### config.mk
export PLATFORM = sky130hd
export DESIGN_NAME = ao_peripheral_subsystem
export DESIGN_NICKNAME = d
export VERILOG_FILES = /design/src/hdl/ao_periph_pkg.sv /design/src/hdl/obi_to_reg_bridge.sv /design/src/hdl/reg_bus_demux.sv /design/src/hdl/soc_ctrl.sv /design/src/hdl/fast_intr_ctrl.sv /design/src/hdl/gpio_ao.sv /design/src/hdl/ao_timer.sv /design/src/hdl/ao_peripheral_subsystem.sv
export SDC_FILE = /design/constraint.sdc
export NUM_CORES = 1
export LEC_CHECK = 0
export BUFFER_PORTS_ARGS = -buffer_cell sky130_fd_sc_hd__clkbuf_2
export CAP_MARGIN = 25
export CORE_MARGIN = 10
export CORE_UTILIZATION = 50
export DETAILED_ROUTE_END_ITERATION = 8
export GPL_TIMING_DRIVEN = 0
export PLACE_DENSITY = 0.79
export SLEW_MARGIN = 20
export SYNTH_ARGS = -nofsm -noshare
export SYNTH_HDL_FRONTEND = slang
export SYNTH_HIERARCHICAL = 1
export SYNTH_SLANG_ARGS = --single-unit
### constraint.sdc
create_clock -name clk_i -period 7.12 [get_ports clk_i]
set_input_delay 2.136 -clock clk_i [delete_from_list [all_inputs] [get_ports clk_i]]
set_output_delay 2.136 -clock clk_i [all_outputs]
set_load 0.02 [all_outputs]
### src/hdl/ao_periph_pkg.sv
// Address map and register offsets of the always-on window
// Only full-word accesses are decoded; unlisted offsets read zero

`default_nettype none

package ao_periph_pkg;

  typedef logic [31:0] addr_t;
  typedef logic [31:0] data_t;
  typedef logic [1:0]  periph_sel_t;
  // Byte offset inside one 4 KB peripheral slot
  typedef logic [11:0] reg_offset_t;

  localparam int unsigned NUM_AO_PERIPH = 4;

  localparam addr_t AO_BASE = 32'h2000_0000;

  localparam periph_sel_t SOC_CTRL_IDX  = 2'd0;
  localparam periph_sel_t FAST_INTR_IDX = 2'd1;
  localparam periph_sel_t GPIO_IDX      = 2'd2;
  localparam periph_sel_t TIMER_IDX     = 2'd3;

  localparam addr_t SOC_CTRL_BASE  = AO_BASE + 32'h0000_0000;
  localparam addr_t FAST_INTR_BASE = AO_BASE + 32'h0000_1000;
  localparam addr_t GPIO_BASE      = AO_BASE + 32'h0000_2000;
  localparam addr_t TIMER_BASE     = AO_BASE + 32'h0000_3000;

  // SoC control
  localparam reg_offset_t SOC_EXIT_VALID = 12'h000;
  localparam reg_offset_t SOC_EXIT_VALUE = 12'h004;
  localparam reg_offset_t SOC_BOOT_SEL   = 12'h008;

  // Fast interrupt controller
  localparam reg_offset_t FI_PENDING = 12'h000;
  localparam reg_offset_t FI_CLEAR   = 12'h004;
  localparam reg_offset_t FI_ENABLE  = 12'h008;

  // GPIO
  localparam reg_offset_t GPIO_IN          = 12'h000;
  localparam reg_offset_t GPIO_OUT         = 12'h004;
  localparam reg_offset_t GPIO_OUT_EN      = 12'h008;
  localparam reg_offset_t GPIO_INTR_EN     = 12'h00C;
  localparam reg_offset_t GPIO_INTR_STATUS = 12'h010;

  // Timer
  localparam reg_offset_t TMR_COUNT   = 12'h000;
  localparam reg_offset_t TMR_COMPARE = 12'h004;
  localparam reg_offset_t TMR_CTRL    = 12'h008;

endpackage

`default_nettype wire

### src/hdl/obi_to_reg_bridge.sv
// OBI slave to register bus; grants in the request cycle when ready
// Response comes one cycle after the grant; writes return zero data

`default_nettype none

module obi_to_reg_bridge (
  input  logic                 clk_i,
  input  logic                 rst_n_i,

  input  logic                 obi_req_i,
  input  logic                 obi_we_i,
  input  ao_periph_pkg::addr_t obi_addr_i,
  input  ao_periph_pkg::data_t obi_wdata_i,
  output logic                 obi_gnt_o,
  output logic                 obi_rvalid_o,
  output ao_periph_pkg::data_t obi_rdata_o,

  output logic                 reg_valid_o,
  output logic                 reg_write_o,
  output ao_periph_pkg::addr_t reg_addr_o,
  output ao_periph_pkg::data_t reg_wdata_o,
  input  logic                 reg_ready_i,
  input  ao_periph_pkg::data_t reg_rdata_i
);

  import ao_periph_pkg::*;

  logic  rvalid_q;
  data_t rdata_q;

  // Request fields are stable until grant, so they drive the bus directly
  assign reg_valid_o = obi_req_i;
  assign reg_write_o = obi_we_i;
  assign reg_addr_o  = obi_addr_i;
  assign reg_wdata_o = obi_wdata_i;

  assign obi_gnt_o = obi_req_i & reg_ready_i;

  always_ff @(posedge clk_i) begin
    if (!rst_n_i) begin
      rvalid_q <= 1'b0;
    end else begin
      rvalid_q <= obi_gnt_o;
    end
  end

  // Response data, only meaningful together with rvalid
  always_ff @(posedge clk_i) begin
    if (obi_gnt_o) begin
      rdata_q <= obi_we_i ? '0 : reg_rdata_i;
    end
  end

  assign obi_rvalid_o = rvalid_q;
  assign obi_rdata_o  = rdata_q;

  // Master keeps the request and its fields until it sees the grant
  req_held_until_gnt_a: assert property (@(posedge clk_i) disable iff (!rst_n_i)
    (obi_req_i && !obi_gnt_o) |=> (obi_req_i && $stable(obi_we_i) &&
                                   $stable(obi_addr_i) && $stable(obi_wdata_i)));

endmodule

`default_nettype wire

### src/hdl/reg_bus_demux.sv
// Routes a register transfer to one of four 4 KB slots
// Unmapped addresses complete with zero read data

`default_nettype none

module reg_bus_demux (
  input  logic                                     clk_i,
  input  logic                                     rst_n_i,

  input  logic                                     in_valid_i,
  input  ao_periph_pkg::addr_t                     in_addr_i,
  output logic                                     in_ready_o,
  output ao_periph_pkg::data_t                     in_rdata_o,

  output logic [ao_periph_pkg::NUM_AO_PERIPH-1:0]  out_valid_o,
  input  ao_periph_pkg::data_t                     out_rdata0_i,
  input  ao_periph_pkg::data_t                     out_rdata1_i,
  input  ao_periph_pkg::data_t                     out_rdata2_i,
  input  ao_periph_pkg::data_t                     out_rdata3_i
);

  import ao_periph_pkg::*;

  logic        mapped;
  periph_sel_t sel;

  assign mapped = (in_addr_i[31:14] == AO_BASE[31:14]);
  assign sel    = in_addr_i[13:12];

  // Every peripheral answers in the cycle it is selected
  assign in_ready_o = 1'b1;

  always_comb begin
    out_valid_o = '0;
    if (in_valid_i && mapped) begin
      out_valid_o[sel] = 1'b1;
    end
  end

  always_comb begin
    in_rdata_o = '0;
    if (mapped) begin
      case (sel)
        2'd0:    in_rdata_o = out_rdata0_i;
        2'd1:    in_rdata_o = out_rdata1_i;
        2'd2:    in_rdata_o = out_rdata2_i;
        default: in_rdata_o = out_rdata3_i;
      endcase
    end
  end

  // Peripherals decode word offsets only
  word_aligned_a: assert property (@(posedge clk_i) disable iff (!rst_n_i)
    in_valid_i |-> (in_addr_i[1:0] == 2'b00));

endmodule

`default_nettype wire

### src/hdl/soc_ctrl.sv
// Exit status registers for the simulation harness, boot-select readback
// Boot-select is read straight from the pin without synchronization

`default_nettype none

module soc_ctrl (
  input  logic                       clk_i,
  input  logic                       rst_n_i,

  input  logic                       reg_valid_i,
  input  logic                       reg_write_i,
  input  ao_periph_pkg::reg_offset_t reg_offset_i,
  input  ao_periph_pkg::data_t       reg_wdata_i,
  output ao_periph_pkg::data_t       reg_rdata_o,

  input  logic                       boot_select_i,
  output logic                       exit_valid_o,
  output ao_periph_pkg::data_t       exit_value_o
);

  import ao_periph_pkg::*;

  logic  exit_valid_q;
  data_t exit_value_q;

  always_ff @(posedge clk_i) begin
    if (!rst_n_i) begin
      exit_valid_q <= 1'b0;
      exit_value_q <= '0;
    end else if (reg_valid_i && reg_write_i) begin
      case (reg_offset_i)
        SOC_EXIT_VALID: exit_valid_q <= reg_wdata_i[0];
        SOC_EXIT_VALUE: exit_value_q <= reg_wdata_i;
        default: ;
      endcase
    end
  end

  always_comb begin
    case (reg_offset_i)
      SOC_EXIT_VALID: reg_rdata_o = {31'b0, exit_valid_q};
      SOC_EXIT_VALUE: reg_rdata_o = exit_value_q;
      SOC_BOOT_SEL:   reg_rdata_o = {31'b0, boot_select_i};
      default:        reg_rdata_o = '0;
    endcase
  end

  assign exit_valid_o = exit_valid_q;
  assign exit_value_o = exit_value_q;

  // Exit value only moves after a bus write to its own offset
  exit_value_by_write_a: assert property (@(posedge clk_i) disable iff (!rst_n_i)
    !$stable(exit_value_o) |-> $past(reg_valid_i && reg_write_i &&
                                     reg_offset_i == SOC_EXIT_VALUE));

endmodule

`default_nettype wire

### src/hdl/fast_intr_ctrl.sv
// Fast interrupt lines are sampled as levels, no synchronizer
// A line held high keeps its pending bit set through a clear

`default_nettype none

module fast_intr_ctrl #(
  parameter int unsigned NumFastIntr = 15
) (
  input  logic                       clk_i,
  input  logic                       rst_n_i,

  input  logic                       reg_valid_i,
  input  logic                       reg_write_i,
  input  ao_periph_pkg::reg_offset_t reg_offset_i,
  input  ao_periph_pkg::data_t       reg_wdata_i,
  output ao_periph_pkg::data_t       reg_rdata_o,

  input  logic [NumFastIntr-1:0]     fast_intr_i,
  output logic [NumFastIntr-1:0]     fast_intr_o
);

  import ao_periph_pkg::*;

  logic                   wr_en;
  logic [NumFastIntr-1:0] pending_q;
  logic [NumFastIntr-1:0] enable_q;
  logic [NumFastIntr-1:0] clear_mask;

  assign wr_en      = reg_valid_i & reg_write_i;
  assign clear_mask = (wr_en && reg_offset_i == FI_CLEAR) ? reg_wdata_i[NumFastIntr-1:0] : '0;

  always_ff @(posedge clk_i) begin
    if (!rst_n_i) begin
      pending_q <= '0;
      enable_q  <= '0;
    end else begin
      // Set wins over clear
      pending_q <= (pending_q & ~clear_mask) | fast_intr_i;
      if (wr_en && reg_offset_i == FI_ENABLE) begin
        enable_q <= reg_wdata_i[NumFastIntr-1:0];
      end
    end
  end

  always_comb begin
    reg_rdata_o = '0;
    case (reg_offset_i)
      FI_PENDING: reg_rdata_o[NumFastIntr-1:0] = pending_q;
      FI_ENABLE:  reg_rdata_o[NumFastIntr-1:0] = enable_q;
      default: ;
    endcase
  end

  assign fast_intr_o = pending_q & enable_q;

endmodule

`default_nettype wire

### src/hdl/gpio_ao.sv
// Inputs cross two flops before use, so pin changes show up late
// Only rising edges raise interrupts; status is write-one-to-clear

`default_nettype none

module gpio_ao #(
  parameter int unsigned NumGpio = 8
) (
  input  logic                       clk_i,
  input  logic                       rst_n_i,

  input  logic                       reg_valid_i,
  input  logic                       reg_write_i,
  input  ao_periph_pkg::reg_offset_t reg_offset_i,
  input  ao_periph_pkg::data_t       reg_wdata_i,
  output ao_periph_pkg::data_t       reg_rdata_o,

  input  logic [NumGpio-1:0]         cio_gpio_i,
  output logic [NumGpio-1:0]         cio_gpio_o,
  output logic [NumGpio-1:0]         cio_gpio_en_o,
  output logic [NumGpio-1:0]         intr_gpio_o
);

  import ao_periph_pkg::*;

  logic               wr_en;
  logic [NumGpio-1:0] wdata;
  logic [NumGpio-1:0] sync_q1;
  logic [NumGpio-1:0] sync_q2;
  logic [NumGpio-1:0] prev_q;
  logic [NumGpio-1:0] out_q;
  logic [NumGpio-1:0] out_en_q;
  logic [NumGpio-1:0] intr_en_q;
  logic [NumGpio-1:0] status_q;
  logic [NumGpio-1:0] rise;
  logic [NumGpio-1:0] status_clr;

  assign wr_en      = reg_valid_i & reg_write_i;
  assign wdata      = reg_wdata_i[NumGpio-1:0];
  assign rise       = sync_q2 & ~prev_q & intr_en_q;
  assign status_clr = (wr_en && reg_offset_i == GPIO_INTR_STATUS) ? wdata : '0;

  always_ff @(posedge clk_i) begin
    if (!rst_n_i) begin
      sync_q1   <= '0;
      sync_q2   <= '0;
      prev_q    <= '0;
      out_q     <= '0;
      out_en_q  <= '0;
      intr_en_q <= '0;
      status_q  <= '0;
    end else begin
      sync_q1  <= cio_gpio_i;
      sync_q2  <= sync_q1;
      prev_q   <= sync_q2;
      status_q <= (status_q & ~status_clr) | rise;
      if (wr_en) begin
        case (reg_offset_i)
          GPIO_OUT:     out_q     <= wdata;
          GPIO_OUT_EN:  out_en_q  <= wdata;
          GPIO_INTR_EN: intr_en_q <= wdata;
          default: ;
        endcase
      end
    end
  end

  always_comb begin
    reg_rdata_o = '0;
    case (reg_offset_i)
      GPIO_IN:          reg_rdata_o[NumGpio-1:0] = sync_q2;
      GPIO_OUT:         reg_rdata_o[NumGpio-1:0] = out_q;
      GPIO_OUT_EN:      reg_rdata_o[NumGpio-1:0] = out_en_q;
      GPIO_INTR_EN:     reg_rdata_o[NumGpio-1:0] = intr_en_q;
      GPIO_INTR_STATUS: reg_rdata_o[NumGpio-1:0] = status_q;
      default: ;
    endcase
  end

  assign cio_gpio_o    = out_q;
  assign cio_gpio_en_o = out_en_q;
  assign intr_gpio_o   = status_q;

endmodule

`default_nettype wire

### src/hdl/ao_timer.sv
// 32-bit counter that wraps silently; interrupt is a level, not a pulse
// A COUNT write takes priority over the increment in the same cycle

`default_nettype none

module ao_timer (
  input  logic                       clk_i,
  input  logic                       rst_n_i,

  input  logic                       reg_valid_i,
  input  logic                       reg_write_i,
  input  ao_periph_pkg::reg_offset_t reg_offset_i,
  input  ao_periph_pkg::data_t       reg_wdata_i,
  output ao_periph_pkg::data_t       reg_rdata_o,

  output logic                       timer_intr_o
);

  import ao_periph_pkg::*;

  logic  wr_en;
  logic  enable_q;
  data_t count_q;
  data_t compare_q;

  assign wr_en = reg_valid_i & reg_write_i;

  always_ff @(posedge clk_i) begin
    if (!rst_n_i) begin
      enable_q  <= 1'b0;
      count_q   <= '0;
      compare_q <= '0;
    end else begin
      if (wr_en && reg_offset_i == TMR_COUNT) begin
        count_q <= reg_wdata_i;
      end else if (enable_q) begin
        count_q <= count_q + 32'd1;
      end
      if (wr_en && reg_offset_i == TMR_COMPARE) begin
        compare_q <= reg_wdata_i;
      end
      if (wr_en && reg_offset_i == TMR_CTRL) begin
        enable_q <= reg_wdata_i[0];
      end
    end
  end

  always_comb begin
    case (reg_offset_i)
      TMR_COUNT:   reg_rdata_o = count_q;
      TMR_COMPARE: reg_rdata_o = compare_q;
      TMR_CTRL:    reg_rdata_o = {31'b0, enable_q};
      default:     reg_rdata_o = '0;
    endcase
  end

  assign timer_intr_o = enable_q && (count_q >= compare_q);

endmodule

`default_nettype wire

### src/hdl/ao_peripheral_subsystem.sv
// Always-on peripherals behind one OBI slave port, full-word accesses only
// NumGpio and NumFastIntr must not exceed 32

`default_nettype none

module ao_peripheral_subsystem #(
  parameter int unsigned NumGpio     = 8,
  parameter int unsigned NumFastIntr = 15
) (
  input  logic                   clk_i,
  input  logic                   rst_n_i,

  // OBI slave
  input  logic                   slave_req_i,
  input  logic                   slave_we_i,
  input  ao_periph_pkg::addr_t   slave_addr_i,
  input  ao_periph_pkg::data_t   slave_wdata_i,
  output logic                   slave_gnt_o,
  output logic                   slave_rvalid_o,
  output ao_periph_pkg::data_t   slave_rdata_o,

  input  logic                   boot_select_i,
  output logic                   exit_valid_o,
  output ao_periph_pkg::data_t   exit_value_o,

  input  logic [NumFastIntr-1:0] fast_intr_i,
  output logic [NumFastIntr-1:0] fast_intr_o,

  input  logic [NumGpio-1:0]     cio_gpio_i,
  output logic [NumGpio-1:0]     cio_gpio_o,
  output logic [NumGpio-1:0]     cio_gpio_en_o,
  output logic [NumGpio-1:0]     intr_gpio_o,

  output logic                   timer_intr_o
);

  import ao_periph_pkg::*;

  logic                     reg_valid;
  logic                     reg_write;
  logic                     reg_ready;
  addr_t                    reg_addr;
  data_t                    reg_wdata;
  data_t                    reg_rdata;
  reg_offset_t              reg_offset;
  logic [NUM_AO_PERIPH-1:0] periph_valid;
  data_t                    soc_ctrl_rdata;
  data_t                    fast_intr_rdata;
  data_t                    gpio_rdata;
  data_t                    timer_rdata;

  assign reg_offset = reg_addr[11:0];

  obi_to_reg_bridge u_bridge (
    .clk_i        (clk_i),
    .rst_n_i      (rst_n_i),
    .obi_req_i    (slave_req_i),
    .obi_we_i     (slave_we_i),
    .obi_addr_i   (slave_addr_i),
    .obi_wdata_i  (slave_wdata_i),
    .obi_gnt_o    (slave_gnt_o),
    .obi_rvalid_o (slave_rvalid_o),
    .obi_rdata_o  (slave_rdata_o),
    .reg_valid_o  (reg_valid),
    .reg_write_o  (reg_write),
    .reg_addr_o   (reg_addr),
    .reg_wdata_o  (reg_wdata),
    .reg_ready_i  (reg_ready),
    .reg_rdata_i  (reg_rdata)
  );

  // Read data ports follow the slot index order
  reg_bus_demux u_demux (
    .clk_i        (clk_i),
    .rst_n_i      (rst_n_i),
    .in_valid_i   (reg_valid),
    .in_addr_i    (reg_addr),
    .in_ready_o   (reg_ready),
    .in_rdata_o   (reg_rdata),
    .out_valid_o  (periph_valid),
    .out_rdata0_i (soc_ctrl_rdata),
    .out_rdata1_i (fast_intr_rdata),
    .out_rdata2_i (gpio_rdata),
    .out_rdata3_i (timer_rdata)
  );

  soc_ctrl u_soc_ctrl (
    .clk_i         (clk_i),
    .rst_n_i       (rst_n_i),
    .reg_valid_i   (periph_valid[SOC_CTRL_IDX]),
    .reg_write_i   (reg_write),
    .reg_offset_i  (reg_offset),
    .reg_wdata_i   (reg_wdata),
    .reg_rdata_o   (soc_ctrl_rdata),
    .boot_select_i (boot_select_i),
    .exit_valid_o  (exit_valid_o),
    .exit_value_o  (exit_value_o)
  );

  fast_intr_ctrl #(
    .NumFastIntr (NumFastIntr)
  ) u_fast_intr_ctrl (
    .clk_i        (clk_i),
    .rst_n_i      (rst_n_i),
    .reg_valid_i  (periph_valid[FAST_INTR_IDX]),
    .reg_write_i  (reg_write),
    .reg_offset_i (reg_offset),
    .reg_wdata_i  (reg_wdata),
    .reg_rdata_o  (fast_intr_rdata),
    .fast_intr_i  (fast_intr_i),
    .fast_intr_o  (fast_intr_o)
  );

  gpio_ao #(
    .NumGpio (NumGpio)
  ) u_gpio_ao (
    .clk_i         (clk_i),
    .rst_n_i       (rst_n_i),
    .reg_valid_i   (periph_valid[GPIO_IDX]),
    .reg_write_i   (reg_write),
    .reg_offset_i  (reg_offset),
    .reg_wdata_i   (reg_wdata),
    .reg_rdata_o   (gpio_rdata),
    .cio_gpio_i    (cio_gpio_i),
    .cio_gpio_o    (cio_gpio_o),
    .cio_gpio_en_o (cio_gpio_en_o),
    .intr_gpio_o   (intr_gpio_o)
  );

  ao_timer u_ao_timer (
    .clk_i        (clk_i),
    .rst_n_i      (rst_n_i),
    .reg_valid_i  (periph_valid[TIMER_IDX]),
    .reg_write_i  (reg_write),
    .reg_offset_i (reg_offset),
    .reg_wdata_i  (reg_wdata),
    .reg_rdata_o  (timer_rdata),
    .timer_intr_o (timer_intr_o)
  );

endmodule

`default_nettype wire

Yosys cells after proc, flatten, opt, wreduce, memory -nomap -nowiden:

Index checks and enable logic that the tools add are counted.

* output and inout bits: 107
* memories: 0
* bits in latches: 0
* word-level logic and storage cells: 72
* bits in registers: 217
* memory bits (writable): 0
* ROM bits: 0
* input port bits: 92

* add/subtract/negate cells: 1
* shift operators: 0
* divide/modulo/power cells: 0
* magnitude comparators: 3
* bitwise gates (word level): 14
* $mul: 0
* reductions and logical operators: 19
* eq/ne operators: 7
* mux-type cells: 12

Operators by type and width (number)
* one-hot mux 32 bit (3 select lines): 3
* 2-to-1 mux 32 bit: 2
* one-hot mux 8 bit (5 select lines): 1
* adder 32 x 1 -> 32 bit (second input constant): 1
* >= comparator 32 bit: 1
* bitwise AND 15 bit: 2
* one-hot mux 15 bit (2 select lines): 1
* bitwise AND 8 bit: 3
* equality test 12 x 4 -> 1 bit (second input constant): 2
* equality test 18 x 16 -> 1 bit (second input constant): 1
* inverter 8 bit: 2
* 2-to-1 mux 15 bit: 1
* inverter 15 bit: 1
* OR 15 bit: 1
* equality test 12 x 3 -> 1 bit (second input constant): 1
* equality test 12 x 5 -> 1 bit (second input constant): 1
* zero test 12 bit: 1
* logical AND 1 bit: 10
* AND reduction 2 bit: 5
* 2-to-1 mux 8 bit: 1
* OR 8 bit: 1
* 2-to-1 mux 4 bit: 1
* bitwise AND 1 bit: 3
* less-than comparator 2 x 3 -> 1 bit (second input constant): 1
* 9 further kinds: 9

Logic depth before layout (Yosys ltp):

* depth after elaboration: 11
* gate-level depth with buffers: 12
* gate-level depth less buffers: 8

By module:

Netlist, hierarchy kept.

By module, submodules not included
* ao_timer: seq. area each 1301.2 µm², area an instance 4219.0 µm², instances 1, cells an instance 550
* gpio_ao: seq. area each 1121.1 µm², area an instance 2419.8 µm², instances 1, cells an instance 258
* obi_to_reg_bridge: seq. area each 980.9 µm², area an instance 1711.6 µm², instances 1, cells an instance 136
* fast_intr_ctrl: seq. area each 600.6 µm², area an instance 1669.1 µm², instances 1, cells an instance 203
* soc_ctrl: seq. area each 660.6 µm², area an instance 1615.3 µm², instances 1, cells an instance 188
* reg_bus_demux: seq. area each 0.0 µm², area an instance 1351.3 µm², instances 1, cells an instance 94

Least setup slack after synthesis:

Ideal clock, no wire load.

* kind: input to output
* from: in slave_req_i
* to: out slave_gnt_o
* path buffers: 0
* stages: 1
* required time: 4.984 ns
* arrival: 3.061 ns
* setup slack: 1.923 ns
* cell sequence: and2_1

RTL lines
* start, declared: RTL line ao_peripheral_subsystem.sv:14 `input logic slave_req_i,`
* end, declared: RTL line ao_peripheral_subsystem.sv:18 `output logic slave_gnt_o,`

No word-level cell between the ends.

Final worst setup path:

* from: reg u_ao_timer.count_q[0]
* to: out timer_intr_o

* longest elaborated chain between the ends: 2

Ends and longest elaborated chain
* start, declared: RTL line ao_timer.sv:23 `data_t count_q;`
* start signal, assigned: RTL line ao_timer.sv:35 `count_q <= reg_wdata_i;`
* start signal, assigned: RTL line ao_timer.sv:37 `count_q <= count_q + 32'd1;`
* >= comparator 32 bit: RTL line ao_timer.sv:57 `assign timer_intr_o = enable_q && (count_q >= compare_q);`
* logical AND 1 bit: RTL line ao_timer.sv:57
* end, declared: RTL line ao_peripheral_subsystem.sv:34 `output logic timer_intr_o`

Every way passes these cells.

==> flow_summary.ini <==
[sta]
timing.fmax_mhz = 180
relSlewSlack_pct = 28.6
layout_min_cycle_time_ns = 5.54
maxSlewViolCount = 0
setup_viol = 0
max_slew.worst_pin.slew_ns = 1.07
hold_viol = 0
setup_tns_ns = 0
fin_worst_skew_ns = 0.00957
rsz0062_at_grt = false
period_share_pct = 77.8

[worst_hold_path]
hp-class = reg -> reg
min_from = u_gpio_ao/sync_q1[6]

[synth]
ys_ff_latch = 217
yosysTopAreaCell = dfxtp_1
synthCells = 1429
synth.top_cell.area_share_pct = 28.5
synth_seq_area_share_pct = 35.9
ys_warn_count = 6
ys_top_cells_by_area = dfxtp_1, mux2i_1, edfxtp_1
syn-cell-area_um2 = 13000
yosys-top-cells-count = nand2_1, dfxtp_1, buf_4
ys.flop_type = dfxtp_1
synth_edf_count = 32
synth_area_per_cell_um2 = 9.09
synth.most_common_cell = nand2_1
synth.distinct_cells = 64
postSynth.asyncResetShare_pct = 0

[cells_and_area]
nets = 1754
finalInstanceArea_um2 = 15000
nFillCells = 2192
antenna_cells = 0
layout-drive-gt1-share_pct = 24.1
syn_to_final_growth_pct = 15.7

[route]
finalWirelength_um = 37900
routed-via-count = 11100
routedWlPerCell_um = 19.2
dr.pass1.iters = 5
viasPerCell = 5.60
initialDrtViolationCount = 669
final_antenna_net_count = 0
post-route-drc-count = 0

[worst_setup_path]
critical_path_class = reg -> out
crit_required_ns = 4.98
crit_start = u_ao_timer/count_q[0]
critPathMaxFanout = 6
startpoint_type = flop
regToRegSetupSlack_ns = 4.76
cp-end-kind = output pin
crit-reg2reg-launch = u_ao_timer/count_q[0]
arrival_ns = 3.41

[power_and_ir_drop]
p_leak_nw = 5.86
peakVddDrop_mv = 0.161
power.density_nw_per_um2 = 181

[die]
dieWidth_um = 181
floorplan.initialDensity_pct = 51.1
core-area_um2 = 25400
dieArea_um2 = 32800
ios = 199
rows = 58
die_y_um = 181

[placed_design]
portBuffers = 134
place_area_um2 = 14200
place_congestion = 0.946
dp_hpwl_um = 29400

[grt]
met1_usage_pct = 25.9
grt_pass1_wl_um = 59500
use_met3_pct = 4.54
grt.overflow.total = 0
track_usage_pct = 22.0
grt_use_met2_pct = 39.1
grt_max_degree = 24
antenna_found_initial = 0
grt_pass1_vias = 11200
grt-busiest-layer = met2

[cts]
post_cts_buffers = 0
cts-resized-gates = 0
holdBufCountCts = 0
cts_tree = yes
root_buffer = clkbuf_16
clock_path_buffers = 3
clkTransAtPathRegs_ns = 0.06
cts_buffers = 24
htree_levels = 1
clock-sinks = 217
insertion_delay_ns = 0.52

[flow_run]
maxCapViolations = 0

[status]
status = finished clean
layout by cell type (no fill, tap or decap), drive strengths merged, types with 33 or more instances in the layout:
master  netlist  final
o21ai        58     58
ha           33     33
nor3b        34     34
dfxtp       185    185
conb          3     42
a21oi        55     55
nand2       200    200
inv          60     61
clkbuf       46    216
and2         72     72
mux2i       105    105
buf         148    149
nand3        40     40
nor2         87     87
power by group:
part	internal, W	total, W	switching (W)
logic	0.000105	0.000238	0.000133
clock network	0.000716	0.00122	0.000500
registers	0.00126	0.00127	0.00000822
total	0.00208	0.00272	0.000641
per-stage QoR:
stage | power (W) | hold slack (ns) | setup slack [ns] | std cells | util [%]
5_1_grt | 0.00281 | 0.456 | 1.47 | 1977 | 59.2
3_5_place_dp | 0.00153 | 0.421 | 1.88 | 1933 | 56.1
2_1_floorplan | 0.00146 | 0.412 | 1.92 | 1468 | -
4_1_cts | 0.00274 | 0.435 | 1.59 | 1977 | 59.2
6_report | 0.00272 | 0.433 | 1.58 | 1977 | 59.2
3_3_place_gp | 0.00152 | 0.416 | 1.09 | 1932 | 56.0
layout make-up:
type	instances	area, µm²	share of cell area, %
timing repair buffer	135	698	4.65
multi-input combinational	997	6990	46.5
buffer	194	1260	8.38
tap	330	413	2.75
clock buffer	36	738	4.91
sequential	217	4660	31.0
clock inverter	8	43.8	0.291
inverter	60	225	1.50
cells by family after synthesis:
logic type	synth area share (%)
simple gates	24.9
buf+inv	11.4
flops	35.9
compound gates	8.63
mux	13.9
fa+ha+maj	3.18
xor+xnor	2.02
other cells	0.0867
per-layer routing:
layer / vias to the layer above / part of all wire, %
li1: 5222 / -
met1: 5351 / 40
met2: 417 / 50
met3: 82 / 7.3
met4: 0 / 2.9
met5: - / 0
sequential cells by signal, summed over array words and instances (netlist names), 15 cells and up:
signal	flops
u_fast_intr_ctrl/pending_q	15
u_soc_ctrl/exit_value_o	32
u_ao_timer/compare_q	32
u_bridge/obi_rdata_o	32
u_ao_timer/count_q	32
u_fast_intr_ctrl/enable_q	15
critical path, cell delays in order (launching register included):
cell	delay, ns
dfxtp_1	0.46
inv_1	0.08
ha_1	0.29
nand2b_1	0.15
a2111oi_0	0.41
o21ai_0	0.20
a2111oi_0	0.71
o21ai_0	0.35
clkbuf_2	0.24
path summary, 6_finish.rpt:
path	cells after the start	end
worst max register to register	6	u_ao_timer/count_q[28]
worst min register to register	1	u_gpio_ao/sync_q2[6]
worst max-delay path	8	timer_intr_o
worst min-delay path	1	u_gpio_ao/sync_q2[6]
Note: power is estimated with default switching activity, not from simulation.
